$ cat src/design/cache_params_pkg.sv
package cache_params_pkg;

    // Data word and block geometry
    localparam int WORD_W          = 32;
    localparam int WORDS_PER_BLOCK = 4;

    // Address field widths, low to high
    localparam int BYTE_OFF_BIT_LEN  = 2;
    localparam int BLOCK_OFF_BIT_LEN = 2;
    localparam int INDEX_BIT_LEN     = 4;
    localparam int TAG_BIT_LEN       = 4;

    localparam int ADDR_W = TAG_BIT_LEN + INDEX_BIT_LEN + BLOCK_OFF_BIT_LEN + BYTE_OFF_BIT_LEN;

    // Block number is tag and index together
    localparam int BLOCK_ADDR_W = TAG_BIT_LEN + INDEX_BIT_LEN;
    localparam int NUM_BLOCKS   = 2 ** BLOCK_ADDR_W;

    localparam int UUID_W = 4;

    // MSHR queue depth, head is the top slot
    localparam int MSHR_BUFFER_LEN = 4;

    // Cycles the fill bank stays busy per entry
    localparam int FILL_LATENCY = 6;
    localparam int FILL_CNT_W   = $clog2(FILL_LATENCY);

endpackage

$ cat src/design/cache_types_pkg.sv
package cache_types_pkg;

    import cache_params_pkg::*;

    // Field view of a byte address
    typedef struct packed {
        logic [TAG_BIT_LEN-1:0]       tag;
        logic [INDEX_BIT_LEN-1:0]     index;
        logic [BLOCK_OFF_BIT_LEN-1:0] block_offset;
        logic [BYTE_OFF_BIT_LEN-1:0]  byte_offset;
    } cache_addr_t;

    // Same address, read flat or by fields
    typedef union packed {
        logic [ADDR_W-1:0] word;
        cache_addr_t       fields;
    } cache_addr_u;

    // One outstanding miss with its merged stores
    typedef struct packed {
        logic                                    valid;
        logic [UUID_W-1:0]                       uuid;
        logic [ADDR_W-1:0]                       block_addr;
        logic [WORDS_PER_BLOCK-1:0]              write_status;
        logic [WORDS_PER_BLOCK-1:0][WORD_W-1:0]  write_block;
    } mshr_reg;

endpackage

$ cat src/design/miss_fill_bank.sv
`timescale 1ns/1ns

module miss_fill_bank import cache_params_pkg::*, cache_types_pkg::*; (
    input  logic                                   CLK,
    input  logic                                   nRST,
    input  logic                                   head_valid,
    input  logic [UUID_W-1:0]                      head_uuid,
    input  logic [ADDR_W-1:0]                      head_block_addr,
    input  logic [WORDS_PER_BLOCK-1:0]             head_write_status,
    input  logic [WORDS_PER_BLOCK-1:0][WORD_W-1:0] head_write_block,
    output logic                                   bank_empty,
    output logic [BLOCK_ADDR_W-1:0]                rd_block_addr,
    input  logic [WORDS_PER_BLOCK-1:0][WORD_W-1:0] rd_block,
    output logic                                   wr_en,
    output logic [BLOCK_ADDR_W-1:0]                wr_block_addr,
    output logic [WORDS_PER_BLOCK-1:0][WORD_W-1:0] wr_block,
    output logic                                   fill_valid,
    output logic [UUID_W-1:0]                      fill_uuid,
    output logic [ADDR_W-1:0]                      fill_block_addr,
    output logic [WORDS_PER_BLOCK-1:0][WORD_W-1:0] fill_block
);

    mshr_reg                                entry;
    logic [FILL_CNT_W-1:0]                  count;
    logic                                   last;
    cache_addr_u                            blk;
    logic [WORDS_PER_BLOCK-1:0][WORD_W-1:0] merged_block;

    // Entry valid doubles as the busy flag
    assign bank_empty = !entry.valid;
    assign last       = entry.valid && (count == '0);

    always_ff @(posedge CLK, negedge nRST) begin
        if (!nRST) begin
            entry <= '0;
            count <= '0;
        end else if (bank_empty) begin
            if (head_valid) begin
                entry.valid        <= 1'b1;
                entry.uuid         <= head_uuid;
                entry.block_addr   <= head_block_addr;
                entry.write_status <= head_write_status;
                entry.write_block  <= head_write_block;
                count              <= FILL_CNT_W'(FILL_LATENCY - 1);
            end
        end else if (last) begin
            entry.valid <= 1'b0;
        end else begin
            count <= count - 1'b1;
        end
    end

    // Block number from the held address
    always_comb begin
        blk.word = entry.block_addr;
        rd_block_addr = {blk.fields.tag, blk.fields.index};
    end

    // Stored words override the fetched ones
    always_comb begin
        for (int w = 0; w < WORDS_PER_BLOCK; w++) begin
            if (entry.write_status[w]) begin
                merged_block[w] = entry.write_block[w];
            end else begin
                merged_block[w] = rd_block[w];
            end
        end
    end

    assign wr_en         = last;
    assign wr_block_addr = rd_block_addr;
    assign wr_block      = merged_block;

    assign fill_valid      = last;
    assign fill_uuid       = entry.uuid;
    assign fill_block_addr = entry.block_addr;
    assign fill_block      = merged_block;

endmodule

$ cat config.mk
export PLATFORM = sky130hd
export DESIGN_NAME = miss_fill_bank
export DESIGN_NICKNAME = d
export VERILOG_FILES = /design/src/design/cache_params_pkg.sv /design/src/design/cache_types_pkg.sv /design/src/design/miss_fill_bank.sv
export SDC_FILE = /design/constraint.sdc
export NUM_CORES = 1
export LEC_CHECK = 0
export ABC_AREA = 1
export BUFFER_PORTS_ARGS = -buffer_cell sky130_fd_sc_hd__buf_2
export CAP_MARGIN = 20
export CORE_AREA = 4 4 219 221
export CTS_CLUSTER_SIZE = 40
export DETAILED_ROUTE_END_ITERATION = 16
export DIE_AREA = 0 0 223 225
export PLACE_DENSITY = 0.43
export SLEW_MARGIN = 10
export SYNTH_ARGS = -nofsm -noshare
export SYNTH_HDL_FRONTEND = slang
export SYNTH_SLANG_ARGS = --single-unit
$ cat constraint.sdc
create_clock -name CLK -period 1.57 [get_ports CLK]
set_input_delay 0.0785 -clock CLK [delete_from_list [all_inputs] [get_ports CLK]]
set_output_delay 0.0785 -clock CLK [all_outputs]
set_load 0.02 [all_outputs]
; ---- Yosys cells after proc, flatten, opt, wreduce, memory -nomap -nowiden
; Index checks and enable logic that the tools add are counted.
[word_totals]
register_bits = 152
latch_bits = 0
ram_bits = 0
romBits = 0
in_bits = 279
out_inout_bits = 291
word_cells = 28
n_memories = 0
[classes]
n_addsub = 1
n_mul = 0
div_mod_pow = 0
magnitude_cmp = 0
n_eq_ne = 1
shift = 0
n_mux = 10
bitwise_logic = 1
n_reduce_logical = 6
[op_table]
columns = cell, n
row1 = two-way mux 149 bit, 1
row2 = two-way mux 32 bit, 4
row3 = two-way mux 3 bit, 3
row4 = AND reduction 2 bit, 2
row5 = zero test 3 bit, 1
row6 = "subtractor 3 x 1 -> 3 bit, second input constant", 1
row7 = two-way mux 1 bit, 2
row8 = "inequality test 2 bit, second input constant", 1
row9 = nonzero test 2 bit, 1
row10 = logical AND 1 bit, 1
row11 = zero test 1 bit, 1
row12 = NOT 1 bit, 1

; ---- Longest topological paths before layout
; Gate-level depths: netlist of the first run.
[logic_depth]
ltp_word = 4
depth_mapped = 6
depth_no_buf = 6

; ---- Least setup slack after synthesis of the first run
; Ideal clock, no wire load.
[synth_path]
kind = register to output
startpoint = register entry[131] (netlist name)
endpoint = output port wr_block[120] (netlist name)
arrival_time_ps = 1493
required_time_ps = 1492
setup_slack_ps = -1
path_stages_with_launch = 5
n_path_buf = 3
path_cell_list = dfrtp_1 > buf_2 > clkbuf_1 > o21ai_0 > buf_4
[synth_rtl]
columns = element, line
row1 = start: declaration, miss_fill_bank.sv:23  ; mshr_reg entry;
row2 = end: declaration, miss_fill_bank.sv:16  ; output logic [WORDS_PER_BLOCK-1:0][WORD_W-1:0] wr_block,

==> results.json, run 1 <==
{
  "place_congestion": 0.9163,
  "start_util": 0.1942,
  "avgSynthCellArea_um2": 7.211,
  "critPathArrivalTime_ps": 1590,
  "worstPathMaxFanout": 7,
  "clk_latency_ps": 430,
  "cap_violations": 0,
  "peakVddDrop_uv": 976.2,
  "yosysUniqueCellTypes": 16,
  "cts.sinks": 152,
  "violations": "setup timing",
  "whs_path_depth": 3,
  "dr.pass1.iters": 5,
  "synthMuxAreaShare": 0,
  "worstReg2RegStart": "entry[148]",
  "path_clk_slew_ps": 60,
  "min_to": "fill_block_addr[4]",
  "cts.path.max_buffers": 2,
  "ys_seq_area_frac": 0.4243,
  "port_buffers": 569,
  "timing.hold.ws_ps": 51.05,
  "timing.final.crit_share": 1.061,
  "synth_nets": 1524,
  "syn_inst": 1243,
  "syn_area_um2": 8964,
  "synth.ff_latch_count": 152,
  "drt_iter0_markers": 354,
  "cp-start-kind": "flip-flop",
  "stdcell_count": 2427,
  "synth_top_family_by_area": "simple AND/OR/NAND/NOR gates",
  "crit_path_end_kind": "output port",
  "min_period_ps": 1666,
  "internal-power_mw": 16.97,
  "placed_area_um2": 11510,
  "cts_made_buffers": 17,
  "ioPinCount": 570,
  "via_count": 9862,
  "ant_nets": 0,
  "die_x_um": 223,
  "num_antenna_cells": 0,
  "rows": 79,
  "core_um2": 46160,
  "synthAdderAreaFrac": 0.002792,
  "crit_required_ps": 1490,
  "setup_viol": 175,
  "p_total_mw": 32.09,
  "finalMaxSlewViolations": 0,
  "path_class": "flip-flop to output port",
  "grtUsageTotal": 0.1313,
  "stdcell_area_um2": 15720,
  "r2r_end": "entry[87]",
  "drive_above_1_share": 0.4467,
  "hold_viol": 0,
  "reg2reg_depth": 6,
  "tightestPinTransition_ps": 544.3,
  "grt_pass1_wl_um": 53440,
  "rsz0062_at_grt": "true",
  "powerDensity_nw_per_um2": 2041,
  "switching_share": 0.4714,
  "grt_max_degree": 74,
  "p_comb_frac": 0.648,
  "grt_pass1_vias": 9855,
  "p_leak_nw": 8.465,
  "routed_wl_um": 37480,
  "drc": 0,
  "dp_hpwl_um": 24600,
  "overflow": 0,
  "area_growth_pct": 75.42,
  "nNetsFinal": 2090,
  "yosys.area_share.simple": 0.2683,
  "ys_warn_count": 0,
  "vias_per_cell": 4.063,
  "slew_headroom": 0.6371,
  "p_seq_frac": 0.223,
  "synth_compound_area_frac": 0.07203,
  "hold_path.class": "primary input to flip-flop",
  "dp.cells": 2224,
  "synth_xor_area_frac": 0,
  "die_h_um": 225,
  "cts_tree": "yes",
  "wire_per_inst_um": 15.44,
  "antenna_found_initial": 0,
  "netSwitchingPower_mw": 15.13,
  "skew_ps": 8.089,
  "hp-start": "head_valid",
  "p_clk_frac": 0.129,
  "layout_setup_ws_ps": -96.25,
  "clockRootBuffer": "clkbuf_16",
  "fmax_mhz": 600.2,
  "outcome": "finished, violations left",
  "dieArea_um2": 50180,
  "r2r_setup_slack_ps": 130,
  "cts_htree_levels": 4
}
[worst max-delay path by stage]
| stage | from | to | slack (ps) | cells after the start |
|---|---|---|---|---|
| final | entry[129] | wr_block[38] | -100 | 4 |
| after global routing | entry[129] | wr_block[38] | -180 | 4 |
| after CTS | entry[128] | wr_block[29] | -130 | 4 |
| after detailed placement | entry[148] | entry[87] | 220 | 5 |
| after global placement | entry[148] | entry[87] | 230 | 5 |
| after floorplan | entry[131] | wr_block[120] | -1 | 4 |
[cells in the mapped netlist]
cell type  number  area, um2
inv_2           1      3.750
buf_4         164       1231
o21ai_0       128      640.6
buf_2          52      260.3
a21oi_1         1      5.000
buf_6           1      11.26
buf_1           2      7.510
ha_1            2      25.02
nand4_1         1      6.260
clkbuf_1       19      71.32
inv_1         133      499.2
dfrtp_1       152       3804
nand3_1       150      750.7
nor2_1          1      3.750
nand2_4         1      11.26
nand2_1       435       1633
[layer usage]
layer / global-route usage / vias up / part of all wire
li1: - / 4834 / -
met1: 0.1601 / 4671 / 0.41
met2: 0.2350 / 325 / 0.52
met3: 0.03100 / 32 / 0.052
met4: 0.03142 / 0 / 0.015
met5: 0 / - / 0
[flip-flops by register name (all words and copies together), names as in the netlist]
name and count:
count 3, fill_uuid 4, fill_block_addr 12, entry 133
[power by group through the flow]
stage | sequential [mW] | combinational, mW | clock (mW)
finish | 7.17 | 20.8 | 4.14
global route | 7.41 | 22.3 | 4.48
CTS | 7.06 | 17.5 | 4.34
detailed placement | 7.03 | 14.9 | 0
global placement | 7.00 | 14.9 | 0
floorplan | 6.59 | 12.1 | 0
[worst max-delay path, cell delays in order, from the launching register on]
cell and delay [ps]:
dfrtp_2 470, buf_12 170, buf_16 160, o21ai_2 170
buf_4 170
[logic make-up after synthesis]
group,count (synthesis)
AOI/OAI and AO/OA,129
adders and majority gates,2
buffers and inverters,372
DFF,152
and+or+nand+nor,588
[placed cells by master, fill, tap and decap left out, drive strengths merged]
cell type and instances:
a21oi 1, buf 630, bufinv 2, clkbuf 28, clkinv 3, clkinvlp 3, dfrtp 152, dlygate4sd3 149
ha 2, inv 134, nand2 436, nand3 150, nand4 1, nor2 1, o21ai 128
[through the flow]
step / TNS (ps) / util / worst slack (ps)
after floorplan: -40.51 / - / -1.447
after global placement: 0 / 0.2494 / 226.6
after detailed placement: 0 / 0.2494 / 216.5
after CTS: -15830 / 0.3114 / -125.1
after global routing: -28000 / 0.3406 / -175.3
final: -6584 / 0.3406 / -96.25
[layout make-up]
class	instances	area (um2)
inverters	134	505.5
multi-input cells	719	3897
clock buffers	22	474.2
fillers	4815	30440
clock inverters	8	97.59
flip-flops and latches	152	3809
well taps	607	759.5
repair buffers	785	6181
[timing repair]
action / CTS / global route
pin swaps: 11 / 18
gates resized for setup: 266 / 359
cloned: 6 / 10
buffers inserted: 2 / 6
endpoints found under the hold margin: 180 / 0
setup endpoints to repair: 251 / 259
hold buffers: 149 / 0
No activity file was read; power rests on OpenSTA's default activity.
==> inputs of run 2 (changes only) <==
- BUFFER_PORTS_ARGS: -buffer_cell sky130_fd_sc_hd__buf_2 -> default
- DONT_BUFFER_PORTS: default -> 1
- PLACE_DENSITY: 0.43 -> 0.32
==> run 2 against run 1 <==
- the flow finishes with violations (hold timing, setup timing)
- die area is the same
- combinational power shrank 23%
- via count shrank 17%
- clock power shrank 9.2%
- largest cell class is now registers
- largest power group unchanged
- sequential power grew 7.1%
==> results.json, run 2 (synthesis gave the netlist of run 1 again) <==
{
  "wire_per_inst_um": 16.80,
  "ioPinCount": 570,
  "grtUsageTotal": 0.1221,
  "placed_area_um2": 9415,
  "register_area_um2": 3815,
  "cap_violations": 0,
  "multiInputGateArea_um2": 3465,
  "rsz0062_at_grt": "true",
  "port_buffers": 0,
  "nNetsFinal": 1644,
  "hold_path.class": "primary input to asynchronous set/reset pin",
  "grt_pass1_vias": 8509,
  "via_count": 8149,
  "largest_register_ffs": 133,
  "dr.pass1.iters": 5,
  "max_flop_register": "entry",
  "hold_viol": 283,
  "cts.path.max_buffers": 2,
  "core_um2": 46160,
  "timing.hold.ws_ps": -672.2,
  "die_x_um": 223,
  "worstReg2RegStart": "entry[148]",
  "outcome": "finished, violations left",
  "cts_htree_levels": 4,
  "dp_hpwl_um": 21440,
  "drive_above_1_share": 0.2045,
  "finalMaxSlewViolations": 0,
  "dp_slack_ps": 223.4,
  "final_common_cell": "nand2_1",
  "worstPathMaxFanout": 5,
  "p_total_mw": 27.41,
  "finalSetupTns_ps": -5995,
  "cts.sinks": 152,
  "setup_viol": 182,
  "fmax_mhz": 607.3,
  "hold_buffers": 166,
  "violations": "hold timing, setup timing",
  "routed_wl_um": 33300,
  "clockRootBuffer": "clkbuf_16",
  "r2r_setup_slack_ps": 40,
  "most-common-layout-cells": "nand2_1, dlygate4sd3_1, nand3_1, dfrtp_1, inv_1",
  "skew_ps": 7.918,
  "start_util": 0.1942,
  "switching_share": 0.4936,
  "grt_max_degree": 153,
  "path_class": "flip-flop to output port",
  "vias_per_cell": 4.112,
  "timing.final.crit_share": 1.049,
  "crit_required_ps": 1490,
  "layout_setup_ws_ps": -76.53,
  "p_seq_frac": 0.280,
  "reg2reg_depth": 5,
  "dieArea_um2": 50180,
  "place_congestion": 0.7558,
  "p_leak_nw": 6.335,
  "p_clk_frac": 0.137,
  "drt_iter0_markers": 356,
  "grt_pass1_wl_um": 48490,
  "netSwitchingPower_mw": 13.53,
  "drc": 0,
  "rows": 79,
  "cts_tree": "yes",
  "tightestPinTransition_ps": 634.9,
  "peakVddDrop_uv": 1119,
  "internal-power_mw": 13.88,
  "min_period_ps": 1647,
  "antenna_found_initial": 3,
  "slew_headroom": 0.5767,
  "path_clk_slew_ps": 70,
  "die_h_um": 225,
  "cts_made_buffers": 17,
  "overflow": 0,
  "critPathArrivalTime_ps": 1570,
  "p_comb_frac": 0.583,
  "cp-start-kind": "flip-flop",
  "powerDensity_nw_per_um2": 2180,
  "ant_nets": 0,
  "r2r_end": "entry[100]",
  "clk_latency_ps": 450,
  "stdcell_area_um2": 12570,
  "fillers": 5047,
  "area_growth_pct": 40.26,
  "crit_path_end_kind": "output port"
}
==> run 2: layer usage <==
| metal | track usage | vias up | routed length [um] |
|---|---|---|---|
| li1 | - | 3918 | - |
| met1 | 0.1509 | 3860 | 14230 |
| met2 | 0.2094 | 345 | 16750 |
| met3 | 0.03882 | 22 | 1977 |
| met4 | 0.02764 | 4 | 314 |
| met5 | 0 | - | 21 |
==> run 2: metrics by stage <==
stage / hold WS (ps) / std cells / util
after detailed placement: -211.6 / 1761 / 0.2040
after global placement: -211.9 / 1761 / 0.2040
after floorplan: -217.1 / 1243 / -
final: -672.2 / 1982 / 0.2724
after global routing: -723.5 / 1981 / 0.2723
after CTS: -721.5 / 1968 / 0.2607
==> run 2: critical path: stages, from the launching register on <==
cell	delay (ps)
dfrtp_4	480
buf_4	170
buf_4	160
o21ai_2	140
buf_6	160
==> run 2: power by group through the flow <==
stage                     logic (mW)  registers [mW]  clock network [mW]
final                           16.0            7.68                3.76
after global routing            17.4            7.97                4.11
after CTS                       14.8            7.62                3.99
after detailed placement        13.1            7.69                   0
after global placement          13.0            7.68                   0
after floorplan                 12.1            6.59                   0
==> run 2: repair_timing <==
action / 4_1_cts / 5_1_grt
setup buffers: 9 / 6
gates resized for setup: 143 / 129
pin swaps: 15 / 13
setup endpoints to repair: 232 / 276
cloned: 2 / 8
hold endpoints to repair: 302 / 284
==> run 2: worst max path at each step <==
stage	end	start	depth (start not counted)
2_1_floorplan	wr_block[120]	entry[131]	4
3_3_place_gp	wr_block[25]	entry[128]	3
3_5_place_dp	wr_block[25]	entry[128]	3
4_1_cts	wr_block[66]	entry[130]	4
5_1_grt	fill_block[18]	entry[128]	5
6_report	wr_block[68]	entry[130]	4
==> run 2: layout make-up <==
type | count | area share
Antenna cell | 1 | 0.0001990
Clock buffer | 26 | 0.03891
Clock inverter | 4 | 0.001592
Inverter | 134 | 0.04100
Multi-Input combinational cell | 720 | 0.2756
Sequential cell | 152 | 0.3034
Tap cell | 607 | 0.06041
Timing Repair Buffer | 338 | 0.2789
==> inputs of run 3 (changes only) <==
- CTS_BUF_LIST: default -> sky130_fd_sc_hd__clkbuf_4 sky130_fd_sc_hd__clkbuf_8
==> run 3 against run 2 <==
- design area decreased by 0.79%
- cell count decreased by 0.25%
- wire length decreased by 1.6%
- clock power decreased by 25%
- maximum frequency decreased by 3.1%
- non-clock buffer count decreased by 5
- combinational power increased by 3%
- setup slack got worse by 53 ps
- the run still ends with hold timing, setup timing left
- largest cell class unchanged
==> results.json, run 3 (synthesis gave the netlist of run 1 again) <==
{
  "outcome": "finished, violations left",
  "violations": "hold timing, setup timing",
  "dp_hpwl_um": 21440,
  "grt_max_degree": 153,
  "antenna_found_initial": 3,
  "slew_headroom": 0.5700,
  "fmax_mhz": 588.5,
  "area_growth_pct": 39.15,
  "dp_slack_ps": 223.4,
  "hold_buffers": 155,
  "overflow": 0,
  "crit_top_cell": "buf_12",
  "cts_tree": "yes",
  "stdcell_area_um2": 12470,
  "critPathArrivalTime_ps": 1620,
  "crit_path_end_kind": "output port",
  "cts_made_buffers": 17,
  "hold_path.class": "primary input to asynchronous set/reset pin",
  "grtUsageTotal": 0.1233,
  "rows": 79,
  "place_congestion": 0.7558,
  "worstPathMaxFanout": 7,
  "timing.final.crit_share": 1.082,
  "ioPinCount": 570,
  "worstPathCellList": "buf_12 > clkbuf_16 > o21ai_4 > buf_12",
  "worstReg2RegStart": "count[1]",
  "routed_wl_um": 32780,
  "drt_iter0_markers": 387,
  "most-common-layout-cells": "nand2_1, dlygate4sd3_1, nand3_1, dfrtp_1, inv_1",
  "cts_htree_levels": 4,
  "via_count": 8130,
  "nNetsFinal": 1638,
  "crit_required_ps": 1490,
  "cp-start-kind": "flip-flop",
  "drc": 0,
  "start_util": 0.1942,
  "grt_pass1_vias": 8480,
  "die_x_um": 223,
  "port_buffers": 0,
  "cts.sinks": 152,
  "layout_setup_ws_ps": -129.1,
  "min_period_ps": 1699,
  "largest_register_ffs": 133,
  "final_common_cell": "nand2_1",
  "path_clk_slew_ps": 90,
  "skew_ps": 13.07,
  "cts.path.max_buffers": 2,
  "max_flop_register": "entry",
  "die_h_um": 225,
  "fin_util": 0.2702,
  "fillers": 5062,
  "clockRootBuffer": "clkbuf_8",
  "worst_path_largest_cell_delay_ps": 490,
  "tightestPinTransition_ps": 645.0,
  "path_class": "flip-flop to output port",
  "reg2reg_depth": 6,
  "dr.pass1.iters": 6,
  "finalSetupTns_ps": -17200,
  "hold_viol": 296,
  "clk_latency_ps": 490,
  "rsz0062_at_grt": "true",
  "dieArea_um2": 50180,
  "vias_per_cell": 4.112,
  "peakVddDrop_uv": 1004,
  "placed_area_um2": 9415,
  "finalMaxSlewViolations": 0,
  "cap_violations": 0,
  "powerDensity_nw_per_um2": 2153,
  "ant_nets": 0,
  "cp_slowest_cell": "dfrtp_4",
  "setup_viol": 238,
  "p_leak_nw": 6.333,
  "wire_per_inst_um": 16.58,
  "core_um2": 46160,
  "timing.hold.ws_ps": -724.2,
  "drive_above_1_share": 0.2222,
  "p_total_mw": 26.86,
  "grt_pass1_wl_um": 48710,
  "r2r_end": "entry[148]",
  "r2r_setup_slack_ps": 50
}
run 3: through the flow:
| stage | hold WS [ps] | std cells |
|---|---|---|
| floorplan | -217.1 | 1243 |
| global placement | -211.9 | 1761 |
| detailed placement | -211.6 | 1761 |
| CTS | -808.9 | 1963 |
| global route | -806.7 | 1975 |
| finish | -724.2 | 1977 |
run 3: area by class of cell:
| type | count | area, um2 | share of cell area |
|---|---|---|---|
| clock inverter | 4 | 20.02 | 0.001605 |
| clock buffer | 26 | 320.3 | 0.02568 |
| multi-input combinational | 719 | 3505 | 0.2810 |
| inverter | 134 | 508.0 | 0.04073 |
| sequential | 152 | 3815 | 0.3058 |
| tap | 607 | 759.5 | 0.06089 |
| timing repair buffer | 333 | 3541 | 0.2839 |
| antenna | 2 | 5.005 | 0.0004012 |
run 3: power breakdown:
group / internal, mW / switching, mW
clock: 1.30 / 1.51
sequential: 5.78 / 1.87
combinational: 6.31 / 10.1
run 3: worst max path at each step:
stage               start             end  slack (ps)
6_report       entry[130]  fill_block[93]        -130
5_1_grt        entry[129]  fill_block[34]        -260
4_1_cts        entry[128]    wr_block[22]        -210
3_5_place_dp   entry[128]    wr_block[25]         220
3_3_place_gp   entry[128]    wr_block[25]         210
2_1_floorplan  entry[131]   wr_block[120]          -1
run 3: timing repair:
action                                 4_1_cts  5_1_grt
pin swaps                                    7       18
gates resized for setup                    143      162
setup buffers                               13        4
gates cloned                                 4        9
setup endpoints to repair                  258      259
endpoints found under the hold margin      304      296
run 3: worst max-delay path, delay by kind of cell (launching register included):
family / cells / cell delay, ps
AO/OA/AOI/OAI: 1 / 180
buffers and inverters: 3 / 470
flip-flops: 1 / 490
run 3: routing by layer:
layer / GRT usage / vias to the layer above / share of wire
met5: 0 / - / 0.00040
li1: - / 3904 / -
met2: 0.2089 / 320 / 0.50
met4: 0.02764 / 2 / 0.0094
met3: 0.03856 / 26 / 0.056
met1: 0.1548 / 3878 / 0.43
