===== src/design/cache_params_pkg.sv =====
package cache_params_pkg;

    // Data word and block geometry
    localparam int WORD_W          = 32;
    localparam int WORDS_PER_BLOCK = 4;

    // Address field widths, low to high
    localparam int BYTE_OFF_BIT_LEN  = 2;
    localparam int BLOCK_OFF_BIT_LEN = 2;
    localparam int INDEX_BIT_LEN     = 4;
    localparam int TAG_BIT_LEN       = 4;

    localparam int ADDR_W = TAG_BIT_LEN + INDEX_BIT_LEN + BLOCK_OFF_BIT_LEN + BYTE_OFF_BIT_LEN;

    // Block number is tag and index together
    localparam int BLOCK_ADDR_W = TAG_BIT_LEN + INDEX_BIT_LEN;
    localparam int NUM_BLOCKS   = 2 ** BLOCK_ADDR_W;

    localparam int UUID_W = 4;

    // MSHR queue depth, head is the top slot
    localparam int MSHR_BUFFER_LEN = 4;

    // Cycles the fill bank stays busy per entry
    localparam int FILL_LATENCY = 6;
    localparam int FILL_CNT_W   = $clog2(FILL_LATENCY);

endpackage


===== src/design/cache_types_pkg.sv =====
package cache_types_pkg;

    import cache_params_pkg::*;

    // Field view of a byte address
    typedef struct packed {
        logic [TAG_BIT_LEN-1:0]       tag;
        logic [INDEX_BIT_LEN-1:0]     index;
        logic [BLOCK_OFF_BIT_LEN-1:0] block_offset;
        logic [BYTE_OFF_BIT_LEN-1:0]  byte_offset;
    } cache_addr_t;

    // Same address, read flat or by fields
    typedef union packed {
        logic [ADDR_W-1:0] word;
        cache_addr_t       fields;
    } cache_addr_u;

    // One outstanding miss with its merged stores
    typedef struct packed {
        logic                                    valid;
        logic [UUID_W-1:0]                       uuid;
        logic [ADDR_W-1:0]                       block_addr;
        logic [WORDS_PER_BLOCK-1:0]              write_status;
        logic [WORDS_PER_BLOCK-1:0][WORD_W-1:0]  write_block;
    } mshr_reg;

endpackage


===== src/design/cache_mshr_buffer.sv =====
`timescale 1ns/1ns

module cache_mshr_buffer import cache_params_pkg::*, cache_types_pkg::*; (
    input  logic                                   CLK,
    input  logic                                   nRST,
    input  logic                                   miss,
    input  logic [UUID_W-1:0]                      uuid,
    input  cache_addr_u                            addr,
    input  logic                                   rw_mode,
    input  logic [WORD_W-1:0]                      store_value,
    input  logic                                   bank_empty,
    output logic                                   stall,
    output logic                                   head_valid,
    output logic [UUID_W-1:0]                      head_uuid,
    output logic [ADDR_W-1:0]                      head_block_addr,
    output logic [WORDS_PER_BLOCK-1:0]             head_write_status,
    output logic [WORDS_PER_BLOCK-1:0][WORD_W-1:0] head_write_block
);

    localparam int HEAD = MSHR_BUFFER_LEN - 1;

    mshr_reg [MSHR_BUFFER_LEN-1:0] buffer;
    mshr_reg [MSHR_BUFFER_LEN-1:0] merged;
    mshr_reg [MSHR_BUFFER_LEN-1:0] next_buffer;
    mshr_reg                       new_entry;
    cache_addr_u                   blk;
    logic [MSHR_BUFFER_LEN-2:0]    hit;
    logic [MSHR_BUFFER_LEN-1:0]    open;
    logic [MSHR_BUFFER_LEN-2:0]    vacate;
    logic                          primary;

    // Candidate entry built from the incoming miss
    always_comb begin
        blk = addr;
        blk.fields.block_offset = '0;
        blk.fields.byte_offset = '0;

        new_entry = '0;
        new_entry.valid = miss;
        new_entry.uuid = uuid;
        new_entry.block_addr = blk.word;
        new_entry.write_status[addr.fields.block_offset] = rw_mode;
        if (rw_mode) begin
            new_entry.write_block[addr.fields.block_offset] = store_value;
        end
    end

    // Secondary miss merge into any slot below the head
    always_comb begin
        merged = buffer;
        hit = '0;
        for (int i = 0; i < HEAD; i++) begin
            if (miss && buffer[i].valid && buffer[i].block_addr == new_entry.block_addr) begin
                hit[i] = 1'b1;
                merged[i].write_status = buffer[i].write_status | new_entry.write_status;
                if (rw_mode) begin
                    merged[i].write_block[addr.fields.block_offset] = store_value;
                end
            end
        end
    end

    // A slot is open when empty or when the whole queue advances
    always_comb begin
        for (int i = 0; i < MSHR_BUFFER_LEN; i++) begin
            open[i] = !buffer[i].valid || bank_empty;
        end
        for (int i = 0; i < HEAD; i++) begin
            vacate[i] = open[i+1];
        end
    end

    always_comb begin
        primary = miss && (hit == '0);
        stall = primary && !open[0];

        if (open[0]) begin
            next_buffer[0] = primary ? new_entry : '0;
        end else if (vacate[0]) begin
            next_buffer[0] = '0;
        end else begin
            next_buffer[0] = merged[0];
        end

        for (int i = 1; i < HEAD; i++) begin
            if (open[i]) begin
                next_buffer[i] = merged[i-1];
            end else if (vacate[i]) begin
                next_buffer[i] = '0;
            end else begin
                next_buffer[i] = merged[i];
            end
        end

        // Head leaves only into the bank
        if (open[HEAD]) begin
            next_buffer[HEAD] = merged[HEAD-1];
        end else begin
            next_buffer[HEAD] = merged[HEAD];
        end
    end

    always_ff @(posedge CLK, negedge nRST) begin
        if (!nRST) begin
            buffer <= '0;
        end else begin
            buffer <= next_buffer;
        end
    end

    assign head_valid        = buffer[HEAD].valid;
    assign head_uuid         = buffer[HEAD].uuid;
    assign head_block_addr   = buffer[HEAD].block_addr;
    assign head_write_status = buffer[HEAD].write_status;
    assign head_write_block  = buffer[HEAD].write_block;

endmodule


===== config.mk =====
export PLATFORM = sky130hd
export DESIGN_NAME = cache_mshr_buffer
export DESIGN_NICKNAME = d
export VERILOG_FILES = /design/src/design/cache_params_pkg.sv /design/src/design/cache_types_pkg.sv /design/src/design/cache_mshr_buffer.sv
export SDC_FILE = /design/constraint.sdc
export NUM_CORES = 1
export LEC_CHECK = 0
export ABC_AREA = 0
export BUFFER_PORTS_ARGS = -buffer_cell sky130_fd_sc_hd__buf_2
export CORE_MARGIN = 10
export CORE_UTILIZATION = 65
export DETAILED_ROUTE_END_ITERATION = 8
export GPL_TIMING_DRIVEN = 0
export PLACE_DENSITY_LB_ADDON = 0.08
export SETUP_SLACK_MARGIN = 0.1
export SLEW_MARGIN = 20
export SYNTH_ARGS = -nofsm -noshare
export SYNTH_HDL_FRONTEND = slang
export SYNTH_SLANG_ARGS = --single-unit

===== constraint.sdc =====
create_clock -name CLK -period 4.91 [get_ports CLK]
set_input_delay 0 -clock CLK [delete_from_list [all_inputs] [get_ports CLK]]
set_output_delay 0 -clock CLK [all_outputs]
set_load 0.02 [all_outputs]

After elaboration in Yosys (flattened, before gate mapping)
Index checks and enable logic that the tools add are counted.

Flip-flop bits (word level): 596. Output and inout bits: 150.

Magnitude comparators: 2. Eq/ne operators: 3. Muxes and demuxes: 24. Bitwise gates (word level): 5. Reductions and logical operators: 22.

Operator list (number): two-way mux 149 bit (7); two-way mux 128 bit (4); two-way mux 132 bit (3); bitwise mux 128 bit (3); AND 128 bit (1); demux 32 bit (select 2 bit) (1); == test 12 bit (3); two-way mux 32 bit (1); OR 4 bit (3); logical AND 1 bit (9); nonzero test 2 bit (3); logical NOT 1 bit (5); AND 4 bit (1); logical OR 1 bit (4); two-way mux 1 bit (4); logical NOT 3 bit (1); less-than comparator 2 x 3 -> 1 bit (second input constant) (1); demux 1 bit (select 2 bit) (1); greater-or-equal comparator 2 x 1 -> 1 bit (second input constant) (1).

Longest topological paths before layout
Gate-level depths: netlist of run 1.

Word-level depth: 9. Mapped depth: 9. Gate-level depth less buffers: 6.

Least setup slack after synthesis of run 1
Ideal clock, no wire load.

Path kind: register to register. Start: reg buffer[139] (netlist bit). End: reg buffer[34] (netlist bit). Library setup time: 0.121 ns. Arrival time: 2.222 ns. Data required time: 4.789 ns. Setup slack: 2.567 ns. Stages on the path, launching flop included: 9. Buffers on the path: 3. Clock period less this slack: 2.343 ns. Cell sequence: dfrtp_1 > nor2b_1 > or4_4 > or3_1 > buf_2 > and2_4 > buf_6 > buf_6 > a22o_1.

RTL lines: start, declared (line cache_mshr_buffer.sv:22) `mshr_reg [MSHR_BUFFER_LEN-1:0] buffer;`; start signal, assigned (line cache_mshr_buffer.sv:107) `buffer <= next_buffer;`.

==> key figures, run 1 <==
Run status
  – Status: completed

STA
  – Worst slew margin: roughly a quarter
  – Setup Skew: 0.0157 ns
  – Worst Hold Slack: slightly above 0.02 ns
  – Minimum clock period: 3.44 ns
  – Actual slew at the worst max-slew pin: ~1.1 ns
  – Final Setup Violations: 0
  – Final hold violation count: 0
  – Slew Viols, Final: 0
  – Final Cycle Share: between 70% and 80%
  – RSZ-0062 raised after global routing: false
  – Max Fclk: 0.291 GHz

Drt
  – Vias/cell: 6.32
  – Vias: just under 20000
  – Initial DRC count: ~1800
  – Final wirelength: around 76 mm
  – Routed len/inst: roughly 25 um
  – Antenna Nets Post-Route: 0
  – Initial DRT Pass Iterations: 8
  – DRC: 0

Cells and area
  – Fill count: approximately 2600
  – Share of layout cells above drive strength 1: between 20 and 25%
  – Register area: around 0.015 mm^2
  – Post-route cell area: 0.0299 mm^2
  – Post-Layout Cell Count: 3065
  – Area occupied by multi-input gates: 0.00908 mm^2
  – Final Core Density: approximately 77%
  – Syn-to-layout area delta: 16.5%
  – Final #Nets: around 2600
  – Most frequent cells in the layout: dfrtp_1, mux2i_1, o22ai_1
  – Commonest non-fill, non-tap cell in the layout: dfrtp_1

Yosys
  – Post-synthesis compound-gate area fraction: about 14%
  – Multiplexer share of the synthesized area: between 15 and 20%
  – Yosys cell types: 43
  – Part of the Yosys area used for sequential elements: between 50% and 60%
  – Avg Inst Size Synth: between 10 and 15 um^2
  – Largest family of logic cells by synthesized area: multiplexers
  – Yosys reg bits: approximately 580
  – YS warnings: 0
  – Syn nets: 2236
  – Mapped Area: 0.0257 mm^2
  – Synth Area in Adders: 0%
  – Post-Synthesis Cells: roughly 2200
  – Synth Area in Simple Gates: roughly 5%
  – Xor-xnor portion of the synthesized cell area: 0.716%

Setup path
  – Critical path class: reg2reg
  – CP endpoint kind: flop
  – Crit Path Max Fanout: 10
  – Arr. time, crit path: between 3 and 4 ns
  – CP top delay family: simple AND/OR/NAND/NOR gates
  – Setup crit start kind: flop
  – Worst path cell trace: xnor2_1 > nand4_1 > nor4_2 > nand2_1 > buf_1 > mux2i_1 > o22ai_1
  – CP bufs+invs: 1
  – CP max stage delay: 0.63 ns
  – CP max stage cell: nor4_2
  – Req. time, crit path: 5.36 ns

Placed design
  – Placer congestion estimate: roughly 0.90
  – DP Wirelength: roughly 52 mm
  – IO buf count: 199
  – Post-placement cell area: around 0.027 mm^2
  – Placed insts: 2906

Clock tree
  – Clock Latency Late Sink: 0.61 ns
  – Root Buffer: clkbuf_16
  – Clock slew at reported path FFs: 0.06 ns
  – Num CTS Buffers: 57
  – Clock Tree Buf Depth: 3
  – CTS tree: built
  – CTS H-tree lvls: 2
  – Sinks on Clock Net: just under 600

Power and ir drop
  – Worst ir drop on vdd: approximately 0.00033 V
  – Net Sw Power: about 4 mW
  – Int Power: roughly 8.8 mW
  – Clock power share: a little over a third
  – Sequential power share: a little over two fifths
  – Total Power: approximately 13 mW
  – PD cells: between 400 and 500 mW/mm^2
  – Combinational share of power: around 22%
  – Sw Ratio: between 30% and 40%
  – Pleak: 15.5 nW

Global routing
  – Vias in the first global route: roughly 20000
  – Largest net degree at the start of global routing: 100
  – GRT Overall Usage: a little under a third
  – Congestion Overflow GR: 0
  – First-pass GRT wire length: ~120 mm
  – Initial antenna violation count: 1

Die
  – Die area: 0.0479 mm^2
  – Initial Util: between 60% and 70%
  – IO Count: about 200
  – Die height: 219 um
  – Core Area: 0.0388 mm^2
  – Die width: around 220 um
  – Site Rows: 72

Min path
  – Hold Crit Class: in2async

Run
  – Maxcap violations: 0
[power groups by stage]
stage | logic (mW) | registers [mW] | clock network (mW)
floorplan | 1.75 | 5.48 | 0
global placement | 2.66 | 5.57 | 0
detailed placement | 2.73 | 5.58 | 0
CTS | 2.78 | 5.50 | 4.42
global route | 2.98 | 5.55 | 4.60
finish | 2.79 | 5.51 | 4.43
[per-stage QoR]
| stage | setup TNS [ns] | setup WS (ns) |
|---|---|---|
| finish | 0 | 1.47 |
| detailed placement | 0 | 1.64 |
| CTS | 0 | 1.61 |
| global route | 0 | 1.43 |
| floorplan | 0 | 2.57 |
| global placement | -4488.74 | -7.77 |
[worst register-to-register path: stages, from the launching register on]
cell     delay [ns]
dfrtp_1        0.43
xnor2_1        0.26
nand4_1        0.16
nor4_2         0.63
nand2_1        0.45
buf_1          0.58
mux2i_1        0.63
o22ai_1        0.14
[worst paths after layout]
kind | slack [ns] | endpoint | start | cells after the start
min in group CLK | 0.10 | head_write_status[1] | miss | 5
setup reg to reg | 1.47 | buffer[375] | buffer[438] | 7
max in group asynchronous | 3.98 | buffer[307] | nRST | 4
hold / removal | 0.02 | head_write_block[121] | nRST | 3
hold reg to reg | 0.48 | buffer[293] | buffer[144] | 2
setup / recovery | 1.47 | buffer[375] | buffer[438] | 7
[registers in the layout (all words and copies together), names as in the netlist]
register,count
head_valid,1
head_uuid,4
head_block_addr,9
head_write_status,4
head_write_block,128
buffer,437
[synth_stat cells (all sizes together)]
cell	n	area (um^2)
or3	4	25.0
a22o	138	1210
or2	1	6.26
a21oi	139	711
nand4	3	18.8
nand2b	5	31.3
or4b	1	10.0
buf	216	1510
nor4b	2	23.8
o221ai	1	15.0
a21o	1	7.51
nor3b	1	7.51
nand4b	1	8.76
and3b	1	8.76
o21ai	6	30.0
o22ai	266	1660
dfrtp	583	14600
xor2	8	70.1
or4	1	11.3
clkbuf	129	484
inv	3	11.3
nand2	66	248
nor2	143	537
nor4	3	40.0
and2	3	26.3
and3	1	6.26
mux2i	384	3840
xnor2	13	114
mux2	13	146
nand3	31	155
nor3	4	31.3
nor2b	9	56.3
nand3b	2	15.0
or3b	1	8.76
[layout make-up]
cell class                      count  area share (%)
Inverter                            3          0.0376
Buffer                            345            6.67
Timing Repair Buffer              257            5.71
Clock buffer                       94            5.93
Clock inverter                     11           0.351
Multi-Input combinational cell   1252            30.4
Antenna cell                        2          0.0167
Sequential cell                   583            48.8
Tap cell                          518            2.17
[metal layers]
metal	global-route usage [%]	wire length, um	up-vias
li1	-	-	8413
met1	40.3	30000	9810
met2	50.6	36400	938
met3	7.40	6800	203
met4	13.7	3070	2
met5	1.25	77	-
[cells by family (layout without fill, tap and decap cells)]
| group | after synthesis | count (layout) |
|---|---|---|
| DFF | 583 | 583 |
| AOI/OAI and AO/OA | 551 | 551 |
| muxes | 397 | 397 |
| buffers and inverters | 348 | 710 |
| and+or+nand+nor | 283 | 283 |
| xor gates and xnor gates | 21 | 21 |
| other | 0 | 2 |
[repair_timing]
| action | in CTS | in global routing |
|---|---|---|
| hold buffers | 52 | 0 |
| setup buffers | 0 | 0 |
| hold endpoints to repair | 647 | 0 |
| resized for setup | 0 | 0 |
(Power assumes the default switching activity.)
==> run 2: changes to the inputs <==
--- a/config.mk
+++ b/config.mk
@@ -8,7 +8,7 @@
 export ABC_AREA = 0
 export BUFFER_PORTS_ARGS = -buffer_cell sky130_fd_sc_hd__buf_2
 export CORE_MARGIN = 10
-export CORE_UTILIZATION = 65
+export CORE_UTILIZATION = 60
 export DETAILED_ROUTE_END_ITERATION = 8
 export GPL_TIMING_DRIVEN = 0
 export PLACE_DENSITY_LB_ADDON = 0.08
==> constraint.sdc (replaced) <==
create_clock -name CLK -period 3.5 [get_ports CLK]
set_input_delay 0 -clock CLK [delete_from_list [all_inputs] [get_ports CLK]]
set_output_delay 0 -clock CLK [all_outputs]
set_load 0.02 [all_outputs]
==> key figures, run 2 (same netlist as run 1, synthesis figures left out) <==
Setup path
  – CP top delay family: simple AND/OR/NAND/NOR gates
  – CP max stage delay: 0.84 ns (+0.21 ns)
  – Crit Path Max Fanout: 10 (unchanged)
  – CP bufs+invs: 1 (unchanged)
  – Worst path cell trace: xor2_1 > nor4_1 > nand3_1 > nor2_1 > buf_2 > mux2i_1 > o22ai_1
  – CP endpoint kind: flop
  – Crit. path cell count: 7 (unchanged)
  – Worst Reg-to-Reg Cells: 7 (unchanged)
  – Req. time, crit path: 3.94 ns (-1.42 ns)
  – Critical path class: reg2reg
  – Setup crit start kind: flop
  – Arr. time, crit path: 3.63 ns (-0.25 ns)
  – CP max stage cell: nor2_1

Global routing
  – Largest net degree at the start of global routing: 105 (+5.0%)
  – GRT Overall Usage: 29.6% (-2.0 points)
  – Vias in the first global route: 19600 (-3.0%)
  – Initial antenna violation count: 0 (-1)
  – First-pass GRT wire length: 116 mm (-0.48%)
  – Congestion Overflow GR: 0 (unchanged)

Power and ir drop
  – Net Sw Power: 5.56 mW (+41%)
  – Int Power: 12.6 mW (+44%)
  – Combinational share of power: 21.5% (-0.4 points)
  – Sequential power share: 42.4% (-0.9 points)
  – Sw Ratio: 30.5% (-0.40 points)
  – PD cells: 606 mW/mm^2 (+42%)
  – Worst ir drop on vdd: 0.000459 V (+41%)
  – Clock power share: 36.1% (+1.3 points)
  – Pleak: 15.5 nW (+0.25%)

Clock tree
  – Clock Tree Buf Depth: 3 (unchanged)
  – CTS tree: built
  – Clock Latency Late Sink: 0.62 ns (about the same)
  – Clock slew at reported path FFs: 0.06 ns (about the same)
  – Num CTS Buffers: 58 (+1.8%)
  – Root Buffer: clkbuf_16
  – Sinks on Clock Net: 583 (unchanged)
  – CTS H-tree lvls: 2 (unchanged)

Drt
  – Final wirelength: 76.2 mm (-0.11%)
  – DRC: 0 (unchanged)
  – Vias/cell: 6.17 (-2.4%)
  – Vias: 19000 (-1.9%)
  – Initial DRT Pass Iterations: 5 (-3)
  – Antenna Nets Post-Route: 0 (unchanged)
  – Routed len/inst: 24.8 um (-0.56%)
  – Initial DRC count: 1868 (+5.8%)

Placed design
  – DP Wirelength: 51.9 mm (+0.80%)
  – IO buf count: 199 (unchanged)
  – Placer congestion estimate: 0.885 (-1.4%)
  – Setup WS pre-CTS: 0.229 ns (-1.41 ns)

Die
  – Site Rows: 75 (+4.2%)
  – Die area: 0.0515 mm^2 (+7.6%)
  – IO Count: 203 (unchanged)
  – Die height: 227 um (+3.7%)
  – Core Area: 0.0421 mm^2 (+8.5%)
  – Die width: 227 um (+3.7%)
  – Initial Util: 60.9% (-5.2 points)

Cells and area
  – Fill count: 3068 (+19%)
  – Biggest register: buffer
  – Share of layout cells above drive strength 1: 20.7% (+0.041 points)
  – Most frequent cells in the layout: dfrtp_1, mux2i_1, o22ai_1
  – Register area: 0.0146 mm^2 (unchanged)
  – Final #Nets: 2554 (+0.078%)
  – Max reg flops: 437 (unchanged)
  – Commonest non-fill, non-tap cell in the layout: dfrtp_1
  – # diodes: 0 (-2)
  – Final Core Density: 71.3% (-5.7 points)
  – Syn-to-layout area delta: 17.0%
  – Area occupied by multi-input gates: 0.00909 mm^2 (about the same)

STA
  – RSZ-0062 raised after global routing: false
  – Max Fclk: 0.313 GHz (+7.6%)
  – Slack of the critical path: 0.304 ns (-1.17 ns)
  – Worst slew margin: 22.6% (-3.7 points)
  – Final Setup Violations: 0 (unchanged)
  – Minimum clock period: 3.20 ns (-0.242 ns)
  – Final hold violation count: 0 (unchanged)
  – Setup Skew: 0.0220 ns (+0.00622 ns)
  – Slew Viols, Final: 0 (unchanged)
  – Actual slew at the worst max-slew pin: 1.16 ns (+0.0560 ns)
  – Final Cycle Share: 91.3% (+21 points)

Run
  – Maxcap violations: 0 (unchanged)

Run status
  – Status: completed

Min path
  – Hold path depth: 5
  – Hold Crit Class: in2reg
==> run 2: cell types whose count changed in the layout (fill, tap and decap cells not counted), moves of 2 or more <==
cell       delta
bufinv_16     +7
clkbuf_1      -6
clkbuf_16     +2
clkbuf_8     -13
clkinv_2      -2
clkinv_4      +2
diode_2       -2
inv_6         +2
==> run 2: stage by stage <==
stage	area (um^2)	std cells	TNS, ns	total power [mW]	hold WS [ns]
4_1_cts	30000	3079	0	18.2	0.0381
6_report	30100	3079	0	18.2	0.0731
5_1_grt	30100	3079	0	18.9	0.114
2_1_floorplan	25700	2183	0	10.1	-0.296
3_3_place_gp	27400	2921	-5376.04	11.6	0.241
3_5_place_dp	27500	2927	0	11.7	-0.0821
==> run 2: worst reg2reg max path, cell delays in order (launching register included) <==
cell and delay [ns]:
dfrtp_1 0.42, xor2_1 0.16, nor4_1 0.35, nand3_1 0.29
nor2_1 0.84, buf_2 0.52, mux2i_1 0.31, o22ai_1 0.15
==> run 2: repair_timing <==
action	4_1_cts	5_1_grt
endpoints found under the setup margin	0	19
hold buffers	53	0
endpoints found under the hold margin	638	0
resized for setup	0	4
buffers inserted	0	0
==> run 2: final cells by class <==
| class | instances | share of cell area (%) |
|---|---|---|
| Sequential cell | 583 | 48.5 |
| Buffer | 345 | 6.64 |
| Multi-Input combinational cell | 1252 | 30.3 |
| Tap cell | 539 | 2.24 |
| Clock inverter | 21 | 1.16 |
| Inverter | 3 | 0.0375 |
| Clock buffer | 78 | 5.42 |
| Timing Repair Buffer | 258 | 5.70 |
==> run 2: power by group through the flow <==
stage               Sequential, mW  Clock (mW)  Combinational [mW]
finish                        7.73        6.57                3.91
global route                  7.79        6.88                4.19
CTS                           7.72        6.60                3.91
detailed placement            7.83           0                3.84
global placement              7.82           0                3.76
floorplan                     7.69           0                2.46
==> run 2: worst paths after layout <==
check / to / start / slack [ns]
setup / recovery: buffer[312] / buffer[290] / 0.30
hold / removal: head_write_status[0] / miss / 0.07
setup reg to reg: buffer[312] / buffer[290] / 0.30
hold reg to reg: buffer[131] / buffer[131] / 0.48
max in group asynchronous: buffer[192] / nRST / 2.06
min in group asynchronous: head_write_block[120] / nRST / 0.52
==> run 2: routing by layer <==
| layer | track usage (%) | up-vias | share of wire [%] |
|---|---|---|---|
| li1 | - | 8406 | - |
| met1 | 38.9 | 9628 | 41 |
| met2 | 48.1 | 798 | 48 |
| met3 | 5.79 | 157 | 7.4 |
| met4 | 10.7 | 0 | 3.1 |
| met5 | 0 | - | 0 |
==> run 3: changes to the inputs <==
--- a/config.mk
+++ b/config.mk
@@ -11,7 +11,7 @@
 export CORE_UTILIZATION = 60
 export DETAILED_ROUTE_END_ITERATION = 8
 export GPL_TIMING_DRIVEN = 0
-export PLACE_DENSITY_LB_ADDON = 0.08
+export PLACE_DENSITY = 0.8
 export SETUP_SLACK_MARGIN = 0.1
 export SLEW_MARGIN = 20
 export SYNTH_ARGS = -nofsm -noshare
==> key figures, run 3 (same netlist as run 1, synthesis figures left out) <==
Run status
  – Status: completed

Power and ir drop
  – Total Power: 18.1 mW (-0.53%)
  – PD cells: 603 mW/mm^2 (-0.51%)
  – Pleak: 15.5 nW (about the same)
  – Worst ir drop on vdd: 0.000440 V (-4.1%)

Global routing
  – First-pass GRT wire length: 117 mm (+0.70%)
  – Congestion Overflow GR: 0 (unchanged)
  – Largest net degree at the start of global routing: 106 (+0.95%)
  – Initial antenna violation count: 0 (unchanged)
  – Vias in the first global route: 20000 (+2.1%)
  – GRT Overall Usage: 29.5% (-0.10 points)

Placed design
  – Post-placement cell area: 0.0275 mm^2 (unchanged)
  – Placer congestion estimate: 0.909 (+2.7%)
  – DP Wirelength: 51.9 mm (-0.17%)
  – Setup WS pre-CTS: 0.239 ns (+0.00997 ns)
  – Placed insts: 2927 (unchanged)
  – IO buf count: 199 (unchanged)

STA
  – Max Fclk: 0.305 GHz (-2.7%)
  – Final hold violation count: 0 (unchanged)
  – Final Setup Violations: 0 (unchanged)
  – Worst slew margin: 21.2% (-1.3 points)
  – Actual slew at the worst max-slew pin: 1.18 ns (+0.0200 ns)
  – Setup Skew: 0.0312 ns (+0.00920 ns)
  – RSZ-0062 raised after global routing: false
  – Slack of the critical path: 0.216 ns (-0.0884 ns)
  – Final Cycle Share: 93.8% (+2.5 points)
  – Slew Viols, Final: 0 (unchanged)
  – Minimum clock period: 3.28 ns (+0.0884 ns)

Setup path
  – Worst reg2reg path endpoint: buffer[309]
  – Req. time, crit path: 3.94 ns (about the same)
  – Worst path cell trace: xor2_1 > nor4_1 > nand3_1 > nor2_1 > buf_2 > mux2i_1 > o22ai_1
  – Setup crit start kind: flop
  – CP max stage delay: 0.95 ns (+0.11 ns)
  – CP top delay family: simple AND/OR/NAND/NOR gates
  – R2R setup slack: 0.22 ns (-0.09 ns)
  – Critical path class: reg2reg
  – Crit. path cell count: 7 (unchanged)
  – Worst Reg-to-Reg Cells: 7 (unchanged)
  – Worst reg2reg path startpoint: buffer[290]
  – CP max stage cell: nor2_1
  – Crit Path Max Fanout: 10 (unchanged)
  – CP endpoint kind: flop
  – CP bufs+invs: 1 (unchanged)
  – Arr. time, crit path: 3.72 ns (+0.09 ns)

Run
  – Maxcap violations: 0 (unchanged)

Cells and area
  – Most frequent cells in the layout: dfrtp_1, mux2i_1, o22ai_1
  – # diodes: 0 (unchanged)
  – Share of layout cells above drive strength 1: 20.9% (+0.18 points)
  – Syn-to-layout area delta: 17.0% (about the same)
  – Final #Nets: 2552 (-0.078%)
  – Max reg flops: 437 (unchanged)
  – Post-route cell area: 0.0300 mm^2 (about the same)
  – Biggest register: buffer
  – Commonest non-fill, non-tap cell in the layout: dfrtp_1
  – Final Core Density: 71.3% (about the same)
  – Post-Layout Cell Count: 3086 (+0.23%)

Clock tree
  – Root Buffer: clkbuf_16
  – CTS H-tree lvls: 2 (unchanged)
  – Clock Tree Buf Depth: 3 (unchanged)
  – Post-CTS setup buffer count: 0 (unchanged)
  – Num CTS Buffers: 56 (-3.4%)
  – CTS tree: built
  – Clock slew at reported path FFs: 0.06 ns (about the same)
  – Sinks on Clock Net: 583 (unchanged)
  – Clock Latency Late Sink: 0.63 ns (about the same)

Min path
  – Hold Crit Class: in2async

Drt
  – DRC: 0 (unchanged)
  – Vias: 19600 (+3.1%)
  – Initial DRT Pass Iterations: 5 (unchanged)
  – Antenna Nets Post-Route: 0 (unchanged)
  – Met1 WL: 30.1 mm (-4.1%)
  – Final wirelength: 76.5 mm (+0.28%)
  – Highest routed layer: met4
  – Initial DRC count: 2059 (+10%)
  – Vias/cell: 6.34 (+2.9%)
  – Routed len/inst: 24.8 um (about the same)
  – Routed met3 length: 6.79 mm (+20%)
  – Met2 wire len: 36.2 mm (-1.9%)

Die
  – Core Area: 0.0421 mm^2 (unchanged)
  – Die width: 227 um (unchanged)
  – IO Count: 203 (unchanged)
  – Site Rows: 75 (unchanged)
  – Die height: 227 um (unchanged)
  – Initial Util: 60.9% (unchanged)
  – Die area: 0.0515 mm^2 (unchanged)
-- run 3: cell types whose count changed in the layout (fill, tap and decap cells not counted), sizes merged --
cell | previous run | this run
bufinv | 9 | 6
clkbuf | 207 | 212
clkinv | 9 | 12
clkinvlp | 1 | 2
inv | 5 | 6
-- run 3: what timing repair did --
item                                   CTS  global route
resized for setup                        0             1
hold buffers                            53             0
setup endpoints to repair                0             4
endpoints found under the hold margin  644             0
-- run 3: routing by layer --
layer / vias to the layer above / track usage (%)
li1: 8410 / -
met3: 227 / 6.68
met2: 1009 / 47.4
met4: 0 / 13.4
met1: 9934 / 37.6
met5: - / 0
-- run 3: per-stage QoR --
step	setup TNS (ns)	hold WS (ns)
6_report	0	0.00227
3_5_place_dp	0	-0.0221
5_1_grt	0	0.0537
2_1_floorplan	0	-0.296
4_1_cts	0	0.0124
3_3_place_gp	-5227.21	0.245
-- run 3: power by group --
part	switching (mW)	leakage (nW)	total [mW]	internal, mW
clock	2.68	0.975	6.45	3.77
sequential	0.415	7.93	7.74	7.33
combinational	2.50	6.64	3.92	1.42
total	5.59	15.5	18.1	12.5
-- run 3: tightest hold or removal path: stages --
cell and delay (ns):
dlygate4sd3_1 0.56, buf_8 0.18, buf_16 0.27
-- run 3: cell type report --
cell class / count / area (um^2)
Multi-Input combinational cell: 1252 / 9090
Buffer: 345 / 1990
Inverter: 3 / 11.3
Fill cell: 2910 / 12100
Timing Repair Buffer: 258 / 1720
Clock buffer: 83 / 1680
Sequential cell: 583 / 14600
Clock inverter: 23 / 282
Tap cell: 539 / 674
-- run 3: worst max path at each step --
stage	start	endpoint	slack, ns
2_1_floorplan	buffer[139]	buffer[34]	1.16
3_3_place_gp	nRST	buffer[307]	-9.02
3_5_place_dp	buffer[438]	head_write_block[77]	0.24
4_1_cts	buffer[440]	head_write_block[77]	0.24
5_1_grt	buffer[446]	buffer[395]	0.16
6_report	buffer[290]	buffer[309]	0.22
